$ cat config.mk
export PLATFORM = sky130hd
export DESIGN_NAME = rec_fifo
export DESIGN_NICKNAME = d
export VERILOG_FILES = /design/src/verilog/rec_fifo.sv
export SDC_FILE = /design/constraint.sdc
export NUM_CORES = 1
export LEC_CHECK = 0
export BUFFER_PORTS_ARGS = -buffer_cell sky130_fd_sc_hd__buf_2
export CAP_MARGIN = 20
export CELL_PAD_IN_SITES_DETAIL_PLACEMENT = 0
export CELL_PAD_IN_SITES_GLOBAL_PLACEMENT = 1
export CORE_MARGIN = 8
export CORE_UTILIZATION = 46
export DETAILED_ROUTE_END_ITERATION = 8
export MAX_ROUTING_LAYER = met4
export PLACE_DENSITY = 0.75
export SLEW_MARGIN = 20
export SYNTH_ARGS = -nofsm -noshare
export SYNTH_HDL_FRONTEND = slang
export SYNTH_SLANG_ARGS = --single-unit
export TNS_END_PERCENT = 5
$ cat constraint.sdc
create_clock -name clk_i -period 3.26 [get_ports clk_i]
set_input_delay 0.163 -clock clk_i [delete_from_list [all_inputs] [get_ports clk_i]]
set_output_delay 0.163 -clock clk_i [all_outputs]
set_load 0.005 [all_outputs]
$ cat src/verilog/rec_fifo.sv
// Record queue
`default_nettype none

module rec_fifo #(
  parameter type         payload_t = logic,
  parameter int unsigned DEPTH     = 4
) (
  input  wire logic clk_i,
  input  wire logic rst_ni,
  input  wire logic push_i,
  input  payload_t  data_i,
  input  wire logic pop_i,
  output payload_t  data_o,
  output logic      empty_o,
  output logic      full_o,
  output logic      almost_full_o
);

  payload_t                     mem_q [DEPTH];
  logic [$clog2(DEPTH)-1:0]     wr_ptr_q;
  logic [$clog2(DEPTH)-1:0]     rd_ptr_q;
  logic [$clog2(DEPTH+1)-1:0]   count_q;
  logic                         do_push;
  logic                         do_pop;

  assign empty_o       = (count_q == '0);
  assign full_o        = (int'(count_q) == DEPTH);
  assign almost_full_o = (int'(count_q) == DEPTH - 1);

  // Overflow and underflow requests are dropped
  assign do_push = push_i & ~full_o;
  assign do_pop  = pop_i & ~empty_o;

  // Head is read straight from storage
  assign data_o = mem_q[rd_ptr_q];

  always_ff @(posedge clk_i or negedge rst_ni) begin
    if (!rst_ni) begin
      wr_ptr_q <= '0;
      rd_ptr_q <= '0;
      count_q  <= '0;
    end else begin
      if (do_push) begin
        wr_ptr_q <= (int'(wr_ptr_q) == DEPTH - 1) ? '0 : wr_ptr_q + 1'b1;
      end
      if (do_pop) begin
        rd_ptr_q <= (int'(rd_ptr_q) == DEPTH - 1) ? '0 : rd_ptr_q + 1'b1;
      end
      count_q <= count_q + do_push - do_pop;
    end
  end

  always_ff @(posedge clk_i) begin
    if (do_push) begin
      mem_q[wr_ptr_q] <= data_i;
    end
  end

endmodule

`default_nettype wire

==> results.py <==
metrics = {
    "outcome": {
        "status": "complete, no violations",
    },
    "routing": {
        "ant_nets": 0,
        "vias_per_cell": 4.757,
        "dr.pass1.iters": 4,
        "first_iter_violations": 8,
        "routed_wl_um": 982,
        "wl_per_cell_um": 13.27,
        "dr_total_vias": 352,
        "drc": 0,
    },
    "die": {
        "die_w_um": 52.21,
        "ios": 9,
        "start_util": 0.4753,
        "core_region_area_sq_um": 1269,
        "num_rows": 13,
        "die_area_sq_um": 2726,
        "die_y_um": 52.21,
    },
    "clock_tree": {
        "cts_resized": 0,
        "clk_pin_slew_ns": 0.07,
        "cts.path.max_buffers": 2,
        "cts.sinks": 11,
        "cts-root-buf": "clkbuf_4",
        "clk_latency_ns": 0.26,
        "cts_made_buffers": 3,
        "cts_tree": "yes",
        "htree_levels": 1,
    },
    "logic_synthesis": {
        "syn_area_sq_um": 603.1,
        "ys_types": 17,
        "yosysWarnings": 0,
        "ys_seq_area_frac": 0.4896,
        "synthArstFlopShare": 0.6364,
        "synth_edf_count": 4,
        "post-synth-top-area-cell": "dfrtp_1",
        "synth_common_cells": "7 x dfrtp_1, 7 x ha_1, 7 x inv_1, 4 x and2_1, 4 x edfxtp_1",
        "synth_area_per_cell_sq_um": 13.11,
        "ys.flop_type": "dfrtp_1",
        "synth_seq_cells": 11,
        "synth_fp_nets": 59,
        "synth_top_area_frac": 0.2905,
        "synth.area.top_cells": "dfrtp_1 29%, edfxtp_1 20%, ha_1 15%",
        "syn_inst": 46,
    },
    "worst_setup_path": {
        "cp-end-kind": "flip-flop",
        "cp_slowest_cell": "dfrtp_1",
        "max_stage_delay_ns": 0.47,
        "cp.required_ns": 3.45,
        "cp_cell_sequence": "nor3_1 > nand2b_4 > inv_1 > ha_1 > inv_1 > ha_1 > inv_1 > fa_1 > xnor2_1 > xnor2_1",
        "cp-start-kind": "flip-flop",
        "worst-setup-path-type": "flip-flop to flip-flop",
        "cp_common_cell": "inv_1",
        "worstPathArrival_ns": 2.47,
        "worst-path-max-fanout": 5,
    },
    "power": {
        "power_w": 0.0006305,
        "p_leak_nw": 0.3350,
        "ir_drop_v": 0.0004262,
        "powerDensity_nw_per_um2": 903.1,
    },
    "timing": {
        "report.final.slew_viol_count": 0,
        "rsz0062_at_grt": "false",
        "skew_ns": 0.001202,
        "period_needed_ns": 2.280,
        "hold_viol_final": 0,
        "period_share": 0.6994,
        "setup_viol": 0,
        "max_slew.worst_pin.slew_ns": 0.2624,
        "fin_setup_tns_ns": 0,
        "fmax_mhz": 438.6,
        "slew_headroom": 0.8237,
        "holdWs_ns": 0.1139,
    },
    "placement": {
        "gp_congestion": 0.6898,
        "dpl_cell_area_sq_um": 661.9,
        "port_buffers": 8,
        "dp_hpwl_um": 805.1,
    },
    "cells_and_area": {
        "drive_above_1_share": 0.3051,
        "nFillCells": 119,
        "fin_area_sq_um": 698.2,
        "area_growth_pct": 15.77,
        "antenna_cells": 0,
        "num-nets-final": 73,
    },
    "global_routing": {
        "grt_pass1_wl_um": 1635,
        "grt_pass1_vias": 397,
        "antenna_found_initial": 0,
        "grt.total_usage": 0.08696,
        "grt_max_degree": 8,
        "grt_overflow": 0,
    },
    "job": {
        "cap_violations": 0,
    },
    "worst_hold_path": {
        "hold_path_class": "input pin to flip-flop",
    },
}
## registers in the layout, summed over array words and instances (netlist names)
register / flops
mem_q: 4
count_q: 3
rd_ptr_q: 2
wr_ptr_q: 2
## final timing paths
check	startpoint	to	slack, ns	cells past startpoint
max reg2reg	count_q[1]$_DFF_PN0_	count_q[2]$_DFF_PN0_	0.98	10
max	count_q[1]$_DFF_PN0_	count_q[2]$_DFF_PN0_	0.98	10
min reg2reg	count_q[2]$_DFF_PN0_	count_q[2]$_DFF_PN0_	0.53	1
max in group asynchronous	rst_ni	wr_ptr_q[0]$_DFFE_PN0P_	2.84	2
min	data_i	mem_q[3]$_DFFE_PP_	0.11	1
min in group asynchronous	rst_ni	rd_ptr_q[0]$_DFFE_PN0P_	0.26	2
## layout make-up
type	instances	area, sq um	share of cell area
Inverter	7	26.28	0.03763
Sequential cell	11	295.3	0.4229
Tap cell	15	18.77	0.02688
Timing Repair Buffer	9	50.05	0.07168
Multi-Input combinational cell	28	281.5	0.4032
Clock buffer	4	26.28	0.03763
## through the flow
step	utilization	std cells	setup slack [ns]
after floorplan	-	46	1.133
after global placement	0.5217	69	1.109
after detailed placement	0.5217	69	0.9945
after CTS	0.5503	74	0.9781
after global routing	0.5503	74	0.7992
final	0.5503	74	0.9800
## power breakdown
group          leakage [nW]  internal, W  switching [W]
registers             0.119     0.000203      0.0000628
logic                 0.201     0.000154       0.000118
clock network        0.0150    0.0000473      0.0000454
total                 0.335     0.000405       0.000226
## logic make-up (layout without fill, tap and decap cells)
| group | count (synthesis) | count (layout) | synth area share |
|---|---|---|---|
| simple gates | 13 | 13 | 0.1494 |
| mux | 4 | 4 | 0.09957 |
| buf+inv | 7 | 20 | 0.04358 |
| flops | 11 | 11 | 0.4896 |
| xor+xnor | 2 | 2 | 0.02905 |
| fa+ha+maj | 8 | 8 | 0.1784 |
| compound gates | 1 | 1 | 0.01038 |
## repair_timing
item                                   in CTS  in global routing
setup buffers                               0                  0
hold buffers                                1                  0
endpoints found under the hold margin       7                  0
## layout by cell type (no fill, tap or decap), drive strengths merged
cell type    count
nand2            2
clkbuf           4
nor3             1
o22ai            1
dlygate4sd3      1
dfrtp            7
inv              7
xnor2            2
mux2             3
nand2b           1
nor2b            1
nor2             3
ha               7
mux4             1
and2             4
edfxtp           4
fa               1
buf              8
nor3b            1
## worst max-delay path: cells and delay by family (launching register included)
family        cells  cell delay, ns
fa+ha+maj         3            0.81
flops             1            0.47
xor+xnor          2            0.33
simple gates      2            0.45
buf+inv           3            0.15
## layer usage
layer	routed length (um)	global-route usage	share of wire
met1	407	0.08067	0.41
met2	527	0.1460	0.54
met3	41	0.02841	0.042
met4	5	0.06466	0.0051
met5	0	-	0
(Power assumes the default switching activity.)
