==> src/verilog/commit_pkg.sv <==
// Commit trace shared types
`default_nettype none

package commit_pkg;

  // --------------------------------------------------------------------
  // Sizes
  // --------------------------------------------------------------------
  localparam int NR_COMMIT_PORTS = 2;
  localparam int VLEN            = 64;
  localparam int INSN_W          = 32;
  // Top bit of the cause marks an interrupt
  localparam int CAUSE_W         = 64;
  localparam int QUEUE_DEPTH     = 4;
  localparam int OUT_CREDITS     = 4;
  localparam int PORT_W          = (NR_COMMIT_PORTS > 1) ? $clog2(NR_COMMIT_PORTS) : 1;
  localparam int CNT_W           = 32;
  // Credit counter must hold the full reset value
  localparam int CRED_W          = $clog2(OUT_CREDITS + 1);

  // --------------------------------------------------------------------
  // Counter addresses
  // --------------------------------------------------------------------
  typedef logic [1:0] perf_addr_t;

  localparam perf_addr_t PERF_CYCLES     = 2'd0;
  localparam perf_addr_t PERF_RETIRED    = 2'd1;
  localparam perf_addr_t PERF_EXCEPTIONS = 2'd2;
  localparam perf_addr_t PERF_INTERRUPTS = 2'd3;

  // --------------------------------------------------------------------
  // Records
  // --------------------------------------------------------------------
  // One commit slot as seen from the scoreboard
  typedef struct packed {
    logic [VLEN-1:0]    pc;
    logic [INSN_W-1:0]  insn;
    logic               ex_valid;
    logic [CAUSE_W-1:0] cause;
  } commit_entry_t;

  typedef struct packed {
    logic [VLEN-1:0]   pc;
    logic [INSN_W-1:0] insn;
  } retire_rec_t;

  typedef struct packed {
    logic [VLEN-1:0]    pc;
    logic [CAUSE_W-1:0] cause;
    logic               is_irq;
  } trap_rec_t;

  // Retirement stream word, tagged with its source port
  typedef struct packed {
    logic [PORT_W-1:0] port;
    logic [VLEN-1:0]   pc;
    logic [INSN_W-1:0] insn;
  } trace_out_t;

endpackage

`default_nettype wire
==> src/verilog/perf_counters.sv <==
// Commit event counters
`default_nettype none

module perf_counters (
  input  wire logic                                   clk_i,
  input  wire logic                                   rst_ni,
  input  wire logic [commit_pkg::NR_COMMIT_PORTS-1:0] ev_retire_i,
  input  wire logic                                   ev_exc_i,
  input  wire logic                                   ev_irq_i,
  input  commit_pkg::perf_addr_t                      addr_i,
  output logic [commit_pkg::CNT_W-1:0]                data_o
);

  logic [commit_pkg::CNT_W-1:0] cnt_q [4];
  logic [commit_pkg::CNT_W-1:0] retire_sum;

  // Retirements in this cycle, any number of ports
  always_comb begin
    retire_sum = '0;
    for (int i = 0; i < commit_pkg::NR_COMMIT_PORTS; i++) begin
      retire_sum = retire_sum + ev_retire_i[i];
    end
  end

  // --------------------------------------------------------------------
  // Counters, all wrapping
  // --------------------------------------------------------------------
  always_ff @(posedge clk_i or negedge rst_ni) begin
    if (!rst_ni) begin
      for (int i = 0; i < 4; i++) begin
        cnt_q[i] <= '0;
      end
    end else begin
      cnt_q[commit_pkg::PERF_CYCLES]  <= cnt_q[commit_pkg::PERF_CYCLES] + 1'b1;
      cnt_q[commit_pkg::PERF_RETIRED] <= cnt_q[commit_pkg::PERF_RETIRED] + retire_sum;
      if (ev_exc_i) begin
        cnt_q[commit_pkg::PERF_EXCEPTIONS] <= cnt_q[commit_pkg::PERF_EXCEPTIONS] + 1'b1;
      end
      if (ev_irq_i) begin
        cnt_q[commit_pkg::PERF_INTERRUPTS] <= cnt_q[commit_pkg::PERF_INTERRUPTS] + 1'b1;
      end
    end
  end

  // Read port, one cycle from address to data
  always_ff @(posedge clk_i or negedge rst_ni) begin
    if (!rst_ni) begin
      data_o <= '0;
    end else begin
      data_o <= cnt_q[addr_i];
    end
  end

endmodule

`default_nettype wire

==> config.mk <==
export PLATFORM = sky130hd
export DESIGN_NAME = perf_counters
export DESIGN_NICKNAME = d
export VERILOG_FILES = /design/src/verilog/commit_pkg.sv /design/src/verilog/perf_counters.sv
export SDC_FILE = /design/constraint.sdc
export NUM_CORES = 1
export LEC_CHECK = 0
export BUFFER_PORTS_ARGS = -buffer_cell sky130_fd_sc_hd__buf_2
export CAP_MARGIN = 20
export CORE_AREA = 2 2 81 160
export DETAILED_ROUTE_END_ITERATION = 16
export DIE_AREA = 0 0 83 162
export GPL_TIMING_DRIVEN = 0
export PLACE_DENSITY = 0.78
export SETUP_SLACK_MARGIN = 0.3
export SYNTH_ARGS = -nofsm -noshare
export SYNTH_HDL_FRONTEND = slang
export SYNTH_SLANG_ARGS = --single-unit
==> constraint.sdc <==
create_clock -name clk_i -period 2.25 [get_ports clk_i]
set_input_delay 0.3375 -clock clk_i [delete_from_list [all_inputs] [get_ports clk_i]]
set_output_delay 0.3375 -clock clk_i [all_outputs]
set_load 0.02 [all_outputs]
==> out/results.tsv <==
metric	value	unit
status	finished, final reports clean	
htree_levels	4	
placementRows	57	
synth-simple-area-share	0.170	
place_area	7660	um^2
end_kind	register	
leakage	3.80	nW
synth_compound_area_frac	0	
crit_required	2.56	ns
slew-limit-headroom	0.550	
fmax	505	MHz
power	7.07	mW
grt_usage	0.274	
synth_seq_cells	160	
cts_tree	built	
die_h	162	um
avgSynthCellArea	13.0	um^2
fillers	842	
gr-usage-met3	0.0447	
holdCritPathClass	primary input to register	
synthAdderAreaFrac	0.00968	
yosys_warnings	0	
crit_path_max_incr_delay	0.37	ns
final_cells	782	
multi_input_area	3210	um^2
maxCapViolations	0	
finalMaxSlewViolations	0	
drt_iter0_drc	483	
fp.dieArea	13400	um^2
path_buf_inv	4	
numClockSinks	160	
use_met2	0.502	
slowest_stage	dfrtp_1	
seq_area	4000	um^2
synth_top_family_by_area	simple AND/OR/NAND/NOR gates	
synth_area	7240	um^2
cts-root-buf	clkbuf_16	
grtUsageMet1	0.284	
port_buffers	37	
p_per_area	842	nW/um^2
dp_hpwl	12000	um
clock_tree.buffer_depth	2	
synth-xor-area-share	0.148	
place_congestion	0.904	
grt_pass1_wl	27800	um
drive_above_1_share	0.220	
synth_cells	558	
drc_errors	0	
fin_worst_skew	0.00600	ns
path_clk_slew	0.06	ns
final_hold_viol_count	0	
critPathLaunchType	register	
final-setup-viol-count	0	
rsz0062_at_grt	true	
clk_latency	0.42	ns
num_antenna_cells	0	
start_util	0.593	
critPathTopFamily	simple AND/OR/NAND/NOR gates	
area_growth	16.1	%
stdcell_area	8400	um^2
vias_per_cell	6.28	
synthMuxAreaShare	0.103	
worst_pin_slew	0.675	ns
grt_pass1_vias	5283	
num_io_pins	40	
dp_cells	743	
final_core_util	0.689	
grt_start_max_net_pins	97	
worstPathArrival	2.29	ns
core_area	12200	um^2
nets	635	
ant_nets	0	
holdWs	0.168	ns
cts_buffers	17	
crit_path_cell_trace	inv_2, fa_2, inv_2, ha_4, and4_1, buf_6, nor3b_4, buf_6, nand3_2, xnor2_1	
crit_fanout	4	
wl_per_cell	22.1	um
finalCritPeriodShare	0.881	
critPathKind	register to register	
final.min_clock_period	1.98	ns
wl	17300	um
gr-total-overflow	0	
antenna_found_initial	0	
busiest_layer	met2	
synth.distinct_cells	32	
die_x	83	um
ys_seq_area_frac	0.553	
vias	4913	
syn_nets	571	
first_pass_iters	5	
vdd_ir_drop_max	760	uV
[registers in the layout (all words and copies together), names as in the netlist]
name	cells
cnt_q	128
data_o	32
[metal layers]
metal | share of wire | wire length (um)
met5 | 0 | 0
met4 | 0.068 | 1180
met3 | 0.033 | 574
met2 | 0.56 | 9730
met1 | 0.34 | 5820
[Yosys cell counts]
| master | number | area share |
|---|---|---|
| nand2_1 | 33 | 0.017 |
| nand4_2 | 2 | 0.0035 |
| ha_1 | 4 | 0.0069 |
| nand4_4 | 1 | 0.0029 |
| and4_1 | 10 | 0.012 |
| xnor2_1 | 95 | 0.11 |
| dfrtp_1 | 160 | 0.55 |
| nor4_4 | 3 | 0.0088 |
| nor3b_2 | 1 | 0.0017 |
| nor3_2 | 1 | 0.0014 |
| nor2_1 | 20 | 0.010 |
| clkbuf_2 | 1 | 0.00069 |
| nor4_1 | 10 | 0.0086 |
| buf_6 | 2 | 0.0031 |
| inv_1 | 13 | 0.0067 |
| nand4_1 | 47 | 0.041 |
| mux4_1 | 1 | 0.0036 |
| or2_2 | 1 | 0.00087 |
| nor4_2 | 1 | 0.0017 |
| mux2_2 | 2 | 0.0031 |
| and3_1 | 15 | 0.013 |
| and2_1 | 3 | 0.0026 |
| xor2_1 | 27 | 0.033 |
| nor2_2 | 1 | 0.00087 |
| mux4_2 | 31 | 0.096 |
| nand2b_1 | 1 | 0.00087 |
| buf_2 | 5 | 0.0035 |
| nand3_1 | 50 | 0.035 |
| nand3b_1 | 1 | 0.0010 |
| clkbuf_1 | 5 | 0.0026 |
| nor3_1 | 10 | 0.0069 |
| fa_1 | 1 | 0.0028 |
[per-stage QoR]
step | setup WS, ns | setup TNS (ns)
3_5_place_dp | -0.0648 | -0.382
4_1_cts | 0.262 | 0
6_report | 0.269 | 0
2_1_floorplan | 0.329 | 0
5_1_grt | 0.205 | 0
3_3_place_gp | -1.36 | -214.76
[worst register-to-register path, stage by stage (launching register included)]
cell	delay [ns]
dfrtp_1	0.37
inv_2	0.05
fa_2	0.36
inv_2	0.08
ha_4	0.12
and4_1	0.18
buf_6	0.10
nor3b_4	0.22
buf_6	0.17
nand3_2	0.08
xnor2_1	0.14
[power by group]
part,total [mW],internal (mW),leakage (nW),switching (mW)
Combinational,0.791,0.362,1.37,0.429
Clock,2.85,1.65,0.280,1.20
Sequential,3.44,3.13,2.15,0.310
[layout by cell type (no fill, tap or decap), drive strengths merged]
| master | Yosys | routed |
|---|---|---|
| dfrtp | 160 | 160 |
| and3 | 15 | 15 |
| mux4 | 32 | 32 |
| inv | 13 | 18 |
| ha | 4 | 4 |
| nand2b | 1 | 1 |
| or2 | 1 | 1 |
| nand2 | 33 | 33 |
| nor2 | 21 | 21 |
| nand3 | 50 | 50 |
| xnor2 | 95 | 95 |
| nand3b | 1 | 1 |
| and4 | 10 | 10 |
| and2 | 3 | 3 |
| clkinv | 0 | 4 |
| mux2 | 2 | 2 |
| nor3b | 1 | 1 |
| nor4 | 14 | 14 |
| nand4 | 50 | 50 |
| clkbuf | 6 | 24 |
| bufinv | 0 | 2 |
| buf | 7 | 51 |
| dlygate4sd3 | 0 | 1 |
| nor3 | 11 | 11 |
| fa | 1 | 1 |
| xor2 | 27 | 27 |
| clkinvlp | 0 | 3 |
[final cells by class]
cell class | instances | share of cell area
repair buffers | 45 | 0.0350
plain buffers | 13 | 0.00923
flip-flops and latches | 160 | 0.477
clock inverters | 14 | 0.0186
inverters | 13 | 0.00581
clock buffers | 18 | 0.0511
well taps | 147 | 0.0219
multi-input cells | 372 | 0.382
[path summary, 6_finish.rpt]
| check | from | endpoint | slack (ns) | depth (start not counted) |
|---|---|---|---|---|
| max | cnt_q[64]$_DFF_PN0_ | cnt_q[76]$_DFF_PN0_ | 0.27 | 10 |
| min | ev_exc_i | cnt_q[32]$_DFFE_PN0P_ | 0.17 | 2 |
| max reg2reg | cnt_q[64]$_DFF_PN0_ | cnt_q[76]$_DFF_PN0_ | 0.27 | 10 |
| min reg2reg | cnt_q[127]$_DFF_PN0_ | cnt_q[127]$_DFF_PN0_ | 0.47 | 1 |
| max in group asynchronous | rst_ni | cnt_q[104]$_DFF_PN0_ | 0.90 | 3 |
| min in group asynchronous | rst_ni | cnt_q[118]$_DFF_PN0_ | 0.47 | 2 |
[kinds of logic (layout without fill, tap and decap cells)]
kind of cell / Yosys count / count (layout)
AND/OR/NAND/NOR: 211 / 211
flip-flops: 160 / 160
XOR/XNOR: 122 / 122
multiplexers: 34 / 34
buffers and inverters: 26 / 103
adder cells (fa/ha/maj): 5 / 5
[timing repair]
item	CTS	global route
setup endpoints to repair	23	41
hold endpoints to repair	64	0
resized for setup	5	14
buffers inserted	4	2
hold buffers	1	0
pin swaps	0	6
Note: power is estimated with default switching activity, not from simulation.
