## config.mk

```make
export PLATFORM = sky130hd
export DESIGN_NAME = trace_ctrl
export DESIGN_NICKNAME = d
export VERILOG_FILES = /design/src/verilog/commit_pkg.sv /design/src/verilog/trace_ctrl.sv
export SDC_FILE = /design/constraint.sdc
export NUM_CORES = 1
export LEC_CHECK = 0
export CAP_MARGIN = 20
export CORE_AREA = 5 5 468 470
export CTS_BUF_LIST = sky130_fd_sc_hd__clkbuf_4 sky130_fd_sc_hd__clkbuf_8 sky130_fd_sc_hd__clkbuf_16
export CTS_CLUSTER_DIAMETER = 60
export CTS_CLUSTER_SIZE = 14
export DETAILED_ROUTE_END_ITERATION = 6
export DIE_AREA = 0 0 473 475
export DONT_BUFFER_PORTS = 1
export HOLD_SLACK_MARGIN = 0.02
export MAX_ROUTING_LAYER = met4
export SYNTH_ARGS = -nofsm -noshare
export SYNTH_HDL_FRONTEND = slang
export SYNTH_SLANG_ARGS = --single-unit
```

## constraint.sdc

```tcl
create_clock -name clk_i -period 28.6 [get_ports clk_i]
set_clock_uncertainty 0.05 [all_clocks]
set_input_delay 2.86 -clock clk_i [delete_from_list [all_inputs] [get_ports clk_i]]
set_output_delay 2.86 -clock clk_i [all_outputs]
set_load 0.1 [all_outputs]
```

## src/verilog/commit_pkg.sv

```systemverilog
// Commit trace shared types
`default_nettype none

package commit_pkg;

  // --------------------------------------------------------------------
  // Sizes
  // --------------------------------------------------------------------
  localparam int NR_COMMIT_PORTS = 2;
  localparam int VLEN            = 64;
  localparam int INSN_W          = 32;
  // Top bit of the cause marks an interrupt
  localparam int CAUSE_W         = 64;
  localparam int QUEUE_DEPTH     = 4;
  localparam int OUT_CREDITS     = 4;
  localparam int PORT_W          = (NR_COMMIT_PORTS > 1) ? $clog2(NR_COMMIT_PORTS) : 1;
  localparam int CNT_W           = 32;
  // Credit counter must hold the full reset value
  localparam int CRED_W          = $clog2(OUT_CREDITS + 1);

  // --------------------------------------------------------------------
  // Counter addresses
  // --------------------------------------------------------------------
  typedef logic [1:0] perf_addr_t;

  localparam perf_addr_t PERF_CYCLES     = 2'd0;
  localparam perf_addr_t PERF_RETIRED    = 2'd1;
  localparam perf_addr_t PERF_EXCEPTIONS = 2'd2;
  localparam perf_addr_t PERF_INTERRUPTS = 2'd3;

  // --------------------------------------------------------------------
  // Records
  // --------------------------------------------------------------------
  // One commit slot as seen from the scoreboard
  typedef struct packed {
    logic [VLEN-1:0]    pc;
    logic [INSN_W-1:0]  insn;
    logic               ex_valid;
    logic [CAUSE_W-1:0] cause;
  } commit_entry_t;

  typedef struct packed {
    logic [VLEN-1:0]   pc;
    logic [INSN_W-1:0] insn;
  } retire_rec_t;

  typedef struct packed {
    logic [VLEN-1:0]    pc;
    logic [CAUSE_W-1:0] cause;
    logic               is_irq;
  } trap_rec_t;

  // Retirement stream word, tagged with its source port
  typedef struct packed {
    logic [PORT_W-1:0] port;
    logic [VLEN-1:0]   pc;
    logic [INSN_W-1:0] insn;
  } trace_out_t;

endpackage

`default_nettype wire
```

## src/verilog/trace_ctrl.sv

```systemverilog
// Commit classification and stream control
`default_nettype none

module trace_ctrl (
  input  wire logic                                                   clk_i,
  input  wire logic                                                   rst_ni,
  input  commit_pkg::commit_entry_t [commit_pkg::NR_COMMIT_PORTS-1:0] commit_i,
  input  wire logic [commit_pkg::NR_COMMIT_PORTS-1:0]                 commit_ack_i,
  output logic                                                        commit_stall_o,
  // Retirement queues
  output logic [commit_pkg::NR_COMMIT_PORTS-1:0]                      rq_push_o,
  output commit_pkg::retire_rec_t [commit_pkg::NR_COMMIT_PORTS-1:0]   rq_data_o,
  output logic [commit_pkg::NR_COMMIT_PORTS-1:0]                      rq_pop_o,
  input  wire logic [commit_pkg::NR_COMMIT_PORTS-1:0]                 rq_empty_i,
  input  wire logic [commit_pkg::NR_COMMIT_PORTS-1:0]                 rq_full_i,
  input  wire logic [commit_pkg::NR_COMMIT_PORTS-1:0]                 rq_afull_i,
  input  commit_pkg::retire_rec_t [commit_pkg::NR_COMMIT_PORTS-1:0]   rq_head_i,
  // Trap queue
  output logic                                                        tq_push_o,
  output commit_pkg::trap_rec_t                                       tq_data_o,
  output logic                                                        tq_pop_o,
  input  wire logic                                                   tq_empty_i,
  input  wire logic                                                   tq_full_i,
  input  wire logic                                                   tq_afull_i,
  input  commit_pkg::trap_rec_t                                       tq_head_i,
  // Arbiter
  output logic [commit_pkg::NR_COMMIT_PORTS-1:0]                      arb_req_o,
  output logic                                                        arb_advance_o,
  input  wire logic [commit_pkg::PORT_W-1:0]                          arb_idx_i,
  input  wire logic                                                   arb_gnt_i,
  // Counter strobes
  output logic [commit_pkg::NR_COMMIT_PORTS-1:0]                      ev_retire_o,
  output logic                                                        ev_exc_o,
  output logic                                                        ev_irq_o,
  // Output streams
  output logic                                                        trace_valid_o,
  output commit_pkg::trace_out_t                                      trace_o,
  input  wire logic                                                   trace_credit_i,
  output logic                                                        trap_valid_o,
  output commit_pkg::trap_rec_t                                       trap_o,
  input  wire logic                                                   trap_credit_i
);

  logic [commit_pkg::CRED_W-1:0] tr_cred_q;
  logic [commit_pkg::CRED_W-1:0] tp_cred_q;
  logic                          tr_issue;
  logic                          tp_issue;

  // --------------------------------------------------------------------
  // Commit classification
  // --------------------------------------------------------------------
  always_comb begin
    logic found;
    found     = 1'b0;
    tq_push_o = 1'b0;
    tq_data_o = '0;
    for (int i = 0; i < commit_pkg::NR_COMMIT_PORTS; i++) begin
      rq_push_o[i]      = commit_ack_i[i] & ~commit_i[i].ex_valid;
      rq_data_o[i].pc   = commit_i[i].pc;
      rq_data_o[i].insn = commit_i[i].insn;
      // Only the lowest trapping port is recorded
      if (!found && commit_ack_i[i] && commit_i[i].ex_valid) begin
        found            = 1'b1;
        tq_push_o        = 1'b1;
        tq_data_o.pc     = commit_i[i].pc;
        tq_data_o.cause  = commit_i[i].cause;
        tq_data_o.is_irq = commit_i[i].cause[commit_pkg::CAUSE_W-1];
      end
    end
  end

  assign ev_retire_o = rq_push_o;
  assign ev_exc_o    = tq_push_o & ~tq_data_o.is_irq;
  assign ev_irq_o    = tq_push_o & tq_data_o.is_irq;

  // --------------------------------------------------------------------
  // Issue decision
  // --------------------------------------------------------------------
  // A credit is spent while its word is on the bus
  assign tr_issue = arb_gnt_i & (trace_valid_o ? (tr_cred_q > 1) : (tr_cred_q != '0));
  assign tp_issue = ~tq_empty_i & (trap_valid_o ? (tp_cred_q > 1) : (tp_cred_q != '0));

  assign arb_req_o     = ~rq_empty_i;
  assign arb_advance_o = tr_issue;
  assign tq_pop_o      = tp_issue;

  always_comb begin
    rq_pop_o            = '0;
    rq_pop_o[arb_idx_i] = tr_issue;
  end

  // --------------------------------------------------------------------
  // Control registers
  // --------------------------------------------------------------------
  always_ff @(posedge clk_i or negedge rst_ni) begin
    if (!rst_ni) begin
      tr_cred_q      <= commit_pkg::OUT_CREDITS[commit_pkg::CRED_W-1:0];
      tp_cred_q      <= commit_pkg::OUT_CREDITS[commit_pkg::CRED_W-1:0];
      trace_valid_o  <= 1'b0;
      trap_valid_o   <= 1'b0;
      commit_stall_o <= 1'b0;
    end else begin
      tr_cred_q      <= tr_cred_q - trace_valid_o + trace_credit_i;
      tp_cred_q      <= tp_cred_q - trap_valid_o + trap_credit_i;
      trace_valid_o  <= tr_issue;
      trap_valid_o   <= tp_issue;
      // High once any queue is down to one free slot
      commit_stall_o <= (|rq_afull_i) | (|rq_full_i) | tq_afull_i | tq_full_i;
    end
  end

  // Output words
  always_ff @(posedge clk_i) begin
    if (tr_issue) begin
      trace_o.port <= arb_idx_i;
      trace_o.pc   <= rq_head_i[arb_idx_i].pc;
      trace_o.insn <= rq_head_i[arb_idx_i].insn;
    end
    if (tp_issue) begin
      trap_o <= tq_head_i;
    end
  end

endmodule

`default_nettype wire

```

==> reports/summary.txt, run 1 <==
Number of cells upsized or downsized after cts = 0
Htree depth = 2
WL/cell = 43.0 um
RePlAce Congestion = 0.785
Slew Viols, Final = 0
Finish-stage setup viols = 0
CP bufs+invs = 1
RSZ-0062 raised after global routing = no
Via count = 7,888
Maximum vdd drop = 34.9 uV
Area Overhead vs Synth = 36.8%
First-pass GRT wire length = 174,000 um
Num CTS Buffers = 36
Drt total wl = 157,000 um
Ys async rst share = 3.83%
R2R Path Start = tp_cred_q[1]$_DFF_PN0_
Row count = 170
Initial antenna violation count = 260
Share of the synthesized area in the top cell type = 59.3%
First-pass iteration count of the detailed router = 5
Min cycle time layout = 8.47 ns
M1 wire length = 59,700 um
Final Cycle Share = 29.6%
Number of clock sinks = 235
Pwr Total = 1810 uW
Final Hold Violating Endpoints = 0
DR iter-0 viols = 528
Total grt overflow = 0
Metal3 WL = 33,900 um
NumNets Final = 1,318
Met2 WL = 61,300 um
Syn_area_per_cell = 15.4 um2
Critical path data required time = 25.69 ns
Top delay family on crit path = compound AO/OA/AOI/OAI gates
Port bufs = 0
Detail Route Antenna Nets = 0
Rel. slew slack = 18.2%
Post-synth top cells = edfxtp_1, buf_4, a22o_1
GRT Util Overall = 13.6%
Cells after Synth = 743
Cells after DPL = 3,448
Netlist cell types = 28
Post-synth top area cell = edfxtp_1
TritonCTS clock tree = done
Crit path kind = in2out
Post-route DRC violation count = 0
Hold Buf Count CTS = 0
Crit-path max FO = 59
Reg2reg setup slack = 25.53 ns
Top area cells in the synthesized netlist = edfxtp_1, buf_4, a22o_1
Setup crit start = commit_i[64]
Vias in the first global route = 7,425
Setup TNS = 0 ns
Mapped cell area = 11,400 um2
Yosys Warn Count = 0
Slowest cell delay on critical path = 1.06 ns
I/O pin total = 1,223
DR top layer = met4
Static Leakage = 0.00451 uW
Sequential area share after synthesis = 61.3%
Post-synth EDFFs = 226
Post-Syn Nets = 1,412
# fillers = 24,800
DP HPWL = 144,000 um
Clock Root Buffer = clkbuf_16
Post-synth top flop = edfxtp_1
Fin cells = 3,656
Worst-Margin Slew = 1.23 ns
Starting Density = 5.35%
Reg clk slew, reported paths = 0.05 ns
Worst R2R Path Depth = 7
Crit path depth = 4
Largest net degree at the start of global routing = 100
Number of max-cap violations = 0
Min-delay worst type = reg2reg
Crit-path cells = and2_4 -> nor2_8 -> buf_4 -> a22o_1
Vias/cell = 2.16
Most frequent cell after synthesis = edfxtp_1
Die Area = 225,000 um2
Worst setup endpoint = tq_data_o[56]
Crit end category = primary output
Share of cells above drive strength 1 = 41.6%
Die Y = 475 um
Pwr/cell area = 116 nW/um2
Critical path data arrival time = 5.56 ns
F_max = 118 MHz
Max stage delay cell, worst path = a22o_1
Skew-Pair Late Insertion Delay = 0.57 ns
#FFs+latches synth = 235
Outcome = finished clean
Longest Clk Path Bufs = 3
Core outline area = 214,000 um2
Die width = 473 um
Startpoint Class = primary input
R2R Path End = trap_o[84]$_DFFE_PP_
Post-CTS setup buffers = 0
## worst min-delay path by stage
stage                                      start                endpoint  slack, ns  cells past startpoint
after floorplan           tr_cred_q[2]$_DFF_PN1_  tr_cred_q[2]$_DFF_PN1_       0.52                      3
after global placement    tr_cred_q[2]$_DFF_PN1_  tr_cred_q[2]$_DFF_PN1_       0.53                      3
after detailed placement  tr_cred_q[2]$_DFF_PN1_  tr_cred_q[2]$_DFF_PN1_       0.55                      3
after CTS                 tr_cred_q[2]$_DFF_PN1_  tr_cred_q[2]$_DFF_PN1_       0.55                      3
after global routing      tr_cred_q[2]$_DFF_PN1_  tr_cred_q[2]$_DFF_PN1_       0.60                      3
final                     tr_cred_q[2]$_DFF_PN1_  tr_cred_q[2]$_DFF_PN1_       0.55                      3
## layout by cell type (no fill, tap or decap), types with 7 or more instances in the layout
master | Yosys | routed
diode_2 | 0 | 143
edfxtp_1 | 226 | 226
mux2_2 | 96 | 96
dfrtp_1 | 7 | 7
ha_1 | 7 | 7
clkbuf_16 | 0 | 37
a22o_1 | 129 | 123
inv_1 | 15 | 15
buf_4 | 197 | 96
## stage by stage
stage / hold slack [ns] / setup slack [ns] / utilization, % / cell area (um2)
floorplan: 0.518 / 11.31 / - / 11400
global placement: 0.533 / 20.12 / 6.55 / 14000
detailed placement: 0.545 / 20.10 / 6.55 / 14000
CTS: 0.554 / 20.10 / 7.14 / 15300
global route: 0.598 / 20.02 / 7.30 / 15600
finish: 0.547 / 20.13 / 7.31 / 15700
## kinds of logic after synthesis
family	Yosys count	share of synthesized area, %
multiplexers	96	9.45
buffers and inverters	250	16.8
adder cells (fa/ha/maj)	9	1.12
flip-flops	235	61.3
AND/OR/NAND/NOR	19	1.10
XOR/XNOR	2	0.153
AO/OA/AOI/OAI	132	10.1
## where the power goes
part / switching, uW / internal, uW / total [uW]
registers: 409 / 481 / 890
clock network: 203 / 273 / 476
logic: 383 / 64.7 / 448
## state kept, by name, summed over array words and instances, names as in the netlist
signal	cells
trap_valid_o	1
trace_o	97
trace_valid_o	1
commit_stall_o	1
tp_cred_q	3
tr_cred_q	3
trap_o	129
## routing by layer
metal  track usage, %  vias up
li1                 -     2646
met5                -        -
met2             18.3     1216
met1             14.5     3790
met3             13.7      236
met4             1.28        0
## tightest hold or removal path, cell delays in order (launching register included)
cell     delay [ns]
dfstp_2        0.36
inv_1          0.05
ha_1           0.13
xor2_1         0.06
## final cells by class
class | count | area (um2) | share of cell area [%]
Tap cell | 2838 | 3550 | 22.7
Inverter | 15 | 56.3 | 0.360
Sequential cell | 235 | 7010 | 44.8
Clock buffer | 40 | 931 | 5.95
Multi-Input combinational cell | 258 | 2550 | 16.3
Timing Repair Buffer | 103 | 866 | 5.53
Clock inverter | 24 | 322 | 2.05
Antenna cell | 143 | 358 | 2.29
Power figures use the tool's default switching activity.
==> run 2: changes to the inputs <==
Settings changed: ABC_AREA from default to 1, CORE_AREA 5 5 468 470 to 5 5 477 479, DIE_AREA 0 0 473 475 to 0 0 482 484.
Clock period 28.6 ns to 6.97 ns, I/O delays scaled along.
==> run 2 against run 1 <==
Compared with the run above:
- sequential share of layout area grew 0.13 points
- via count grew 20%
- power grew to 3.7 times the previous value
- area after synthesis grew 3.7%
- synthesized cell count grew 65%
- critical path type unchanged
==> reports/summary.txt, run 2 <==
Largest register FFs = 129 (unchanged)
Worst-Margin Slew = 1.23 ns (-0.00436 ns)
Skew-Pair Late Insertion Delay = 0.58 ns (about the same)
Via count = 9,432 (+20%)
GRT Util Overall = 11.0% (-2.6 points)
Netlist cell types = 17 (-39%)
Post-synth top area cell = edfxtp_1
Outcome = finished clean
Regs by FF count = trap_o x129, trace_o x97
Cells after DPL = 4,041 (+17%)
Number of clock sinks = 235 (unchanged)
Slowest cell delay on critical path = 0.78 ns (-0.28 ns)
Crit-path cells = nand2_1 -> inv_6 -> nand3_1 -> nand2_2
F_max = 261 MHz
NumNets Final = 1,743 (+32%)
First-pass GRT wire length = 151,000 um (-13%)
Crit end category = primary output
Finish-stage setup viols = 0 (unchanged)
Crit-path max FO = 128 (+120%)
Share of cells above drive strength 1 = 13.5% (-28 points)
Post-synth top cells = nand2_1, edfxtp_1, buf_4
Most common cell after layout, fill and taps aside = nand2_1
Most frequent cell after synthesis = nand2_1
#FFs+latches synth = 235 (unchanged)
Top reg by flops = trap_o
Ys async rst share = 3.83% (unchanged)
Number of max-cap violations = 0 (unchanged)
Setup TNS = 0 ns (unchanged)
CP bufs+invs = 1 (unchanged)
Final Cycle Share = 55.0%
Largest net degree at the start of global routing = 129 (+29%)
Top delay family on crit path = simple AND/OR/NAND/NOR gates
Longest Clk Path Bufs = 3 (unchanged)
Initial antenna violation count = 163 (-37%)
Slew Viols, Final = 0 (unchanged)
Cells after Synth = 1,224 (+65%)
Syn_area_per_cell = 9.69 um2 (-37%)
Fin cells = 4,182 (+14%)
Vias/cell = 2.26 (+4.5%)
Die Y = 484 um (+1.9%)
Reg clk slew, reported paths = 0.06 ns (about the same)
Yosys Warn Count = 0 (unchanged)
Num CTS Buffers = 22 (-39%)
Max stage delay cell, worst path = nand3_1
Post-Syn Nets = 1,893 (+34%)
Post-synth top flop = edfxtp_1
RePlAce Congestion = 0.905 (+15%)
Startpoint Class = primary input
Static Leakage = 0.00526 uW (+17%)
Total grt overflow = 0 (unchanged)
RSZ-0062 raised after global routing = no
Pwr/cell area = 426 nW/um2 (+270%)
Mapped cell area = 11,900 um2 (+3.7%)
Min-delay worst type = in2reg
Number of cells upsized or downsized after cts = 0 (unchanged)
Vias in the first global route = 8,620 (+16%)
Post-synth EDFFs = 226 (unchanged)
Sequential area share after synthesis = 59.1% (-2.2 points)
DP HPWL = 124,000 um (-14%)
Rel. slew slack = 18.1% (-0.17 points)
TritonCTS clock tree = done
Starting Density = 5.32% (-0.030 points)
Die Area = 233,000 um2 (+3.8%)
Core outline area = 223,000 um2 (+4.3%)
Htree depth = 1 (-1)
Min cycle time layout = 3.83 ns
WL/cell = 31.8 um (-26%)
Critical path data arrival time = 3.09 ns (-2.47 ns)
Row count = 174 (+2.4%)
Top area cells in the synthesized netlist = edfxtp_1, nand2_1, buf_4
Final Hold Violating Endpoints = 0 (unchanged)
First-pass iteration count of the detailed router = 7 (+2)
I/O pin total = 1,223 (unchanged)
Clock Root Buffer = clkbuf_16
Critical path data required time = 6.22 ns (-19.47 ns)
Area Overhead vs Synth = 31.6%
Port bufs = 0 (unchanged)
Share of the synthesized area in the top cell type = 57.2% (-2.1 points)
# fillers = 26,100 (+5.4%)
Drt total wl = 133,000 um (-16%)
Post-route DRC violation count = 0 (unchanged)
Crit path kind = in2out
Die width = 482 um (+1.9%)
Maximum vdd drop = 174 uV (+400%)
Detail Route Antenna Nets = 0 (unchanged)
Commonest non-fill, non-tap cells in the layout = nand2_1, edfxtp_1, nand3_1
DR iter-0 viols = 915 (+73%)
==> run 2: cell types whose count changed in the layout (fill, tap and decap cells not counted), moves of 4 or more <==
cell and change:
clkbuf_16 -14, diode_2 -38, clkbuf_4 +4, buf_4 -24, a22o_1 -123, nand2_2 +15, inv_8 -4, nand2_1 +531
nor2_1 +6, buf_12 +4, a22o_2 -5, nand3_1 +130, mux2_2 -96
==> run 2: path summary, 6_finish.rpt <==
path	startpoint	endpoint	slack, ns	cells after the start
worst max-delay path	commit_i[225]	tq_data_o[23]	3.14	4
worst min-delay path	tq_head_i[17]	trap_o[17]$_DFFE_PP_	0.16	0
worst max register to register	trace_valid_o$_DFF_PN0_	trace_o[20]$_DFFE_PP_	3.84	5
worst min register to register	tp_cred_q[1]$_DFF_PN0_	tp_cred_q[1]$_DFF_PN0_	0.59	2
max in group asynchronous	rst_ni	tp_cred_q[2]$_DFF_PN1_	6.09	1
min in group asynchronous	rst_ni	tp_cred_q[0]$_DFF_PN0_	0.45	1
==> run 2: where the power goes <==
group / internal, uW / switching, uW
clock network: 645 / 545
logic: 205 / 1410
registers: 1990 / 1860
total: 2840 / 3810
==> run 2: layer usage <==
metal / share of wire, % / up-vias / wire length [um] / GRT usage [%]
met1: 22 / 4287 / 29100 / 6.77
li1: - / 3630 / - / -
met5: 0 / - / 0 / -
met4: 7.7 / 0 / 10200 / 7.32
met2: 53 / 1159 / 70700 / 20.3
met3: 17 / 356 / 22800 / 7.83
==> run 2: through the flow <==
stage          hold WS [ns]  utilization [%]  worst slack, ns  power [uW]  instance area [um2]
6_report              0.158             6.99             3.14        6650                15600
5_1_grt               0.117             6.96             2.90        6820                15500
4_1_cts               0.101             6.88             3.00        6750                15300
3_5_place_dp          0.352             6.56             3.00        5530                14600
3_3_place_gp          0.352             6.51             3.03        5490                14500
2_1_floorplan         0.351                -             1.01        5440                11900
==> run 2: timing repair <==
item	4_1_cts	5_1_grt
hold buffers	1	0
buffers inserted	0	0
endpoints found under the hold margin	9	0
==> run 2: cells by family after synthesis <==
kind of cell             Yosys count  synth area share [%]
AO/OA/AOI/OAI                      1                0.0633
flip-flops                       235                  59.1
adder cells (fa/ha/maj)            9                  1.08
AND/OR/NAND/NOR                  697                  23.4
XOR/XNOR                           2                 0.148
buffers and inverters            280                  16.1
==> run 2: area by class of cell <==
type,instances,area [um2],area share (%)
clock buffers,31,636,4.07
multi-input cells,709,3010,19.3
diodes,105,263,1.68
inverters,22,100,0.641
well taps,2992,3740,24.0
flip-flops and latches,235,7010,44.9
clock inverters,4,66.3,0.425
repair buffers,84,778,4.99
==> run 3: changes to the inputs <==
Clock period 6.97 ns to 4 ns, I/O delays scaled along.
==> run 3 against run 2 <==
Compared with the run above:
- setup slack got worse by 2.0 ns
- register-to-register slack lost 2.2 ns
- global-route usage down 0.27 points
- via count is 18% higher
- critical path type unchanged
- largest power group unchanged
==> reports/summary.txt, run 3 (synthesized netlist as in run 2, its figures left out) <==
Detail Route Antenna Nets = 0 (unchanged)
Cells after DPL = 4,081 (+0.99%)
Slowest cell delay on critical path = 0.58 ns (-0.20 ns)
Top reg by flops = trap_o
Num CTS Buffers = 21 (-4.5%)
Commonest non-fill, non-tap cells in the layout = nand2_1, dlygate4sd3_1, edfxtp_1
Logic gate share of total power = 25.0% (+0.8 points)
TritonCTS clock tree = done
Slew Viols, Final = 0 (unchanged)
Final Hold Violating Endpoints = 0 (unchanged)
Pwr/cell area = 617 nW/um2 (+45%)
# fillers = 25,700 (-1.6%)
Vias/cell = 2.46 (+8.9%)
Reg clk slew, reported paths = 0.06 ns (about the same)
NumNets Final = 2,115 (+21%)
Internal = 5150 uW (+81%)
Largest net degree at the start of global routing = 95 (-26%)
Fin area = 19,100 um2 (+23%)
Die width = 482 um (unchanged)
WL/cell = 28.7 um (-9.5%)
Number of max-cap violations = 0 (unchanged)
Starting Density = 5.32% (unchanged)
Critical path data required time = 3.55 ns (-2.67 ns)
Final Cycle Share = 70.9%
Port bufs = 0 (unchanged)
Rel. slew slack = 16.0% (-2.1 points)
Critical path data arrival time = 2.39 ns (-0.70 ns)
Min cycle time layout = 2.84 ns
Drt total wl = 130,000 um (-1.8%)
Crit path kind = in2out
Crit-path max FO = 83 (-35%)
Worst-Margin Slew = 1.26 ns (+0.0371 ns)
Static Leakage = 0.00686 uW (+30%)
Sequential share of power = 58.7% (+0.8 points)
GRT Util Overall = 10.7% (-0.27 points)
Share of cells above drive strength 1 = 12.2% (-1.3 points)
Startpoint Class = primary input
Switching Fraction = 56.4% (-0.89 points)
F_max = 353 MHz
Fin cells = 4,539 (+8.5%)
Max stage delay cell, worst path = inv_6
Initial antenna violation count = 145 (-11%)
DP HPWL = 115,000 um (-6.8%)
Clock Root Buffer = clkbuf_16
Skew-Pair Late Insertion Delay = 0.55 ns (-0.03 ns)
Htree depth = 1 (unchanged)
Longest Clk Path Bufs = 3 (unchanged)
Die Area = 233,000 um2 (unchanged)
RSZ-0062 raised after global routing = no
Area Overhead vs Synth = 61.3%
Die Y = 484 um (unchanged)
Total grt overflow = 0 (unchanged)
Clock power frac = 16.3% (-1.6 points)
Setup TNS = 0 ns (unchanged)
Finish-stage setup viols = 0 (unchanged)
Post-route DRC violation count = 0 (unchanged)
Crit-path cells = nand2_4 -> inv_6 -> buf_4 -> nand2_1 -> nand2_1 -> buf_4
Outcome = finished clean
RePlAce Congestion = 0.935 (+3.3%)
Final core area utilization = 8.58% (+1.6 points)
Number of clock sinks = 235 (unchanged)
Number of cells upsized or downsized after cts = 0 (unchanged)
DR iter-0 viols = 918 (+0.33%)
Placed cell area = 14,900 um2 (+1.9%)
Core outline area = 223,000 um2 (unchanged)
Vias in the first global route = 10,700 (+24%)
Min-delay worst type = in2reg
Row count = 174 (unchanged)
Via count = 11,100 (+18%)
Maximum vdd drop = 251 uV (+44%)
Post-CTS setup buffers = 0 (unchanged)
Multi-input logic area = 2990 um2 (-0.75%)
I/O pin total = 1,223 (unchanged)
Regs by FF count = trap_o x129, trace_o x97
Largest register FFs = 129 (unchanged)
First-pass iteration count of the detailed router = 7 (unchanged)
Most common cell after layout, fill and taps aside = nand2_1
First-pass GRT wire length = 151,000 um (+0.34%)
Crit end category = primary output
Sequential standard cell area = 7020 um2 (about the same)
Switching power total = 6660 uW (+75%)
## run 3: layout make-up
class / instances / area share, %
clock inverter: 3 / 0.157
antenna: 92 / 1.20
inverter: 22 / 0.516
tap: 2992 / 19.6
clock buffer: 29 / 3.09
multi-input combinational: 709 / 15.6
timing repair buffer: 457 / 23.2
sequential: 235 / 36.7
## run 3: metrics by stage
stage,power (uW),hold WS (ns),setup WS [ns]
2_1_floorplan,9450,0.0544,0.268
5_1_grt,12200,0.124,1.04
4_1_cts,11900,0.0604,1.07
3_3_place_gp,9590,0.0550,1.24
3_5_place_dp,9620,0.0550,1.20
6_report,11800,0.123,1.16
## run 3: path summary, 6_finish.rpt
path                       slack, ns  cells after the start                        to              startpoint
setup / recovery                1.16                      6             tq_data_o[59]            commit_i[64]
hold / removal                  0.12                      3    trap_valid_o$_DFF_PN0_              tq_empty_i
setup reg to reg                1.65                      5      trap_o[11]$_DFFE_PP_  trap_valid_o$_DFF_PN0_
hold reg to reg                 0.56                      3    tr_cred_q[2]$_DFF_PN1_  tr_cred_q[2]$_DFF_PN1_
max in group asynchronous       3.32                      1    trap_valid_o$_DFF_PN0_                  rst_ni
min in group asynchronous       0.20                      1  commit_stall_o$_DFF_PN0_                  rst_ni
## run 3: power by group through the flow
| stage | Sequential (uW) | Combinational (uW) | Clock [uW] |
|---|---|---|---|
| after floorplan | 7180 | 2270 | 0 |
| after detailed placement | 7000 | 2620 | 0 |
| after global routing | 6960 | 3090 | 2110 |
| after global placement | 7010 | 2580 | 0 |
| final | 6940 | 2950 | 1930 |
| after CTS | 6960 | 2960 | 2000 |
## run 3: per-layer routing
metal | routed length, um | share of wire [%] | track usage, % | vias to the layer above
li1 | - | - | - | 4361
met1 | 30800 | 24 | 7.11 | 5077
met2 | 67100 | 51 | 20.0 | 1299
met3 | 22200 | 17 | 7.24 | 410
met4 | 10400 | 8.0 | 6.10 | 0
met5 | 0 | 0 | - | -
## run 3: repair_timing
item	4_1_cts	5_1_grt
setup endpoints to repair	0	0
hold buffers	333	0
hold endpoints to repair	238	0
## run 3: worst max-delay path: cells and delay by family
kind                   cells  cell delay [ns]
buffers and inverters      3             1.33
and+or+nand+nor            3             0.60
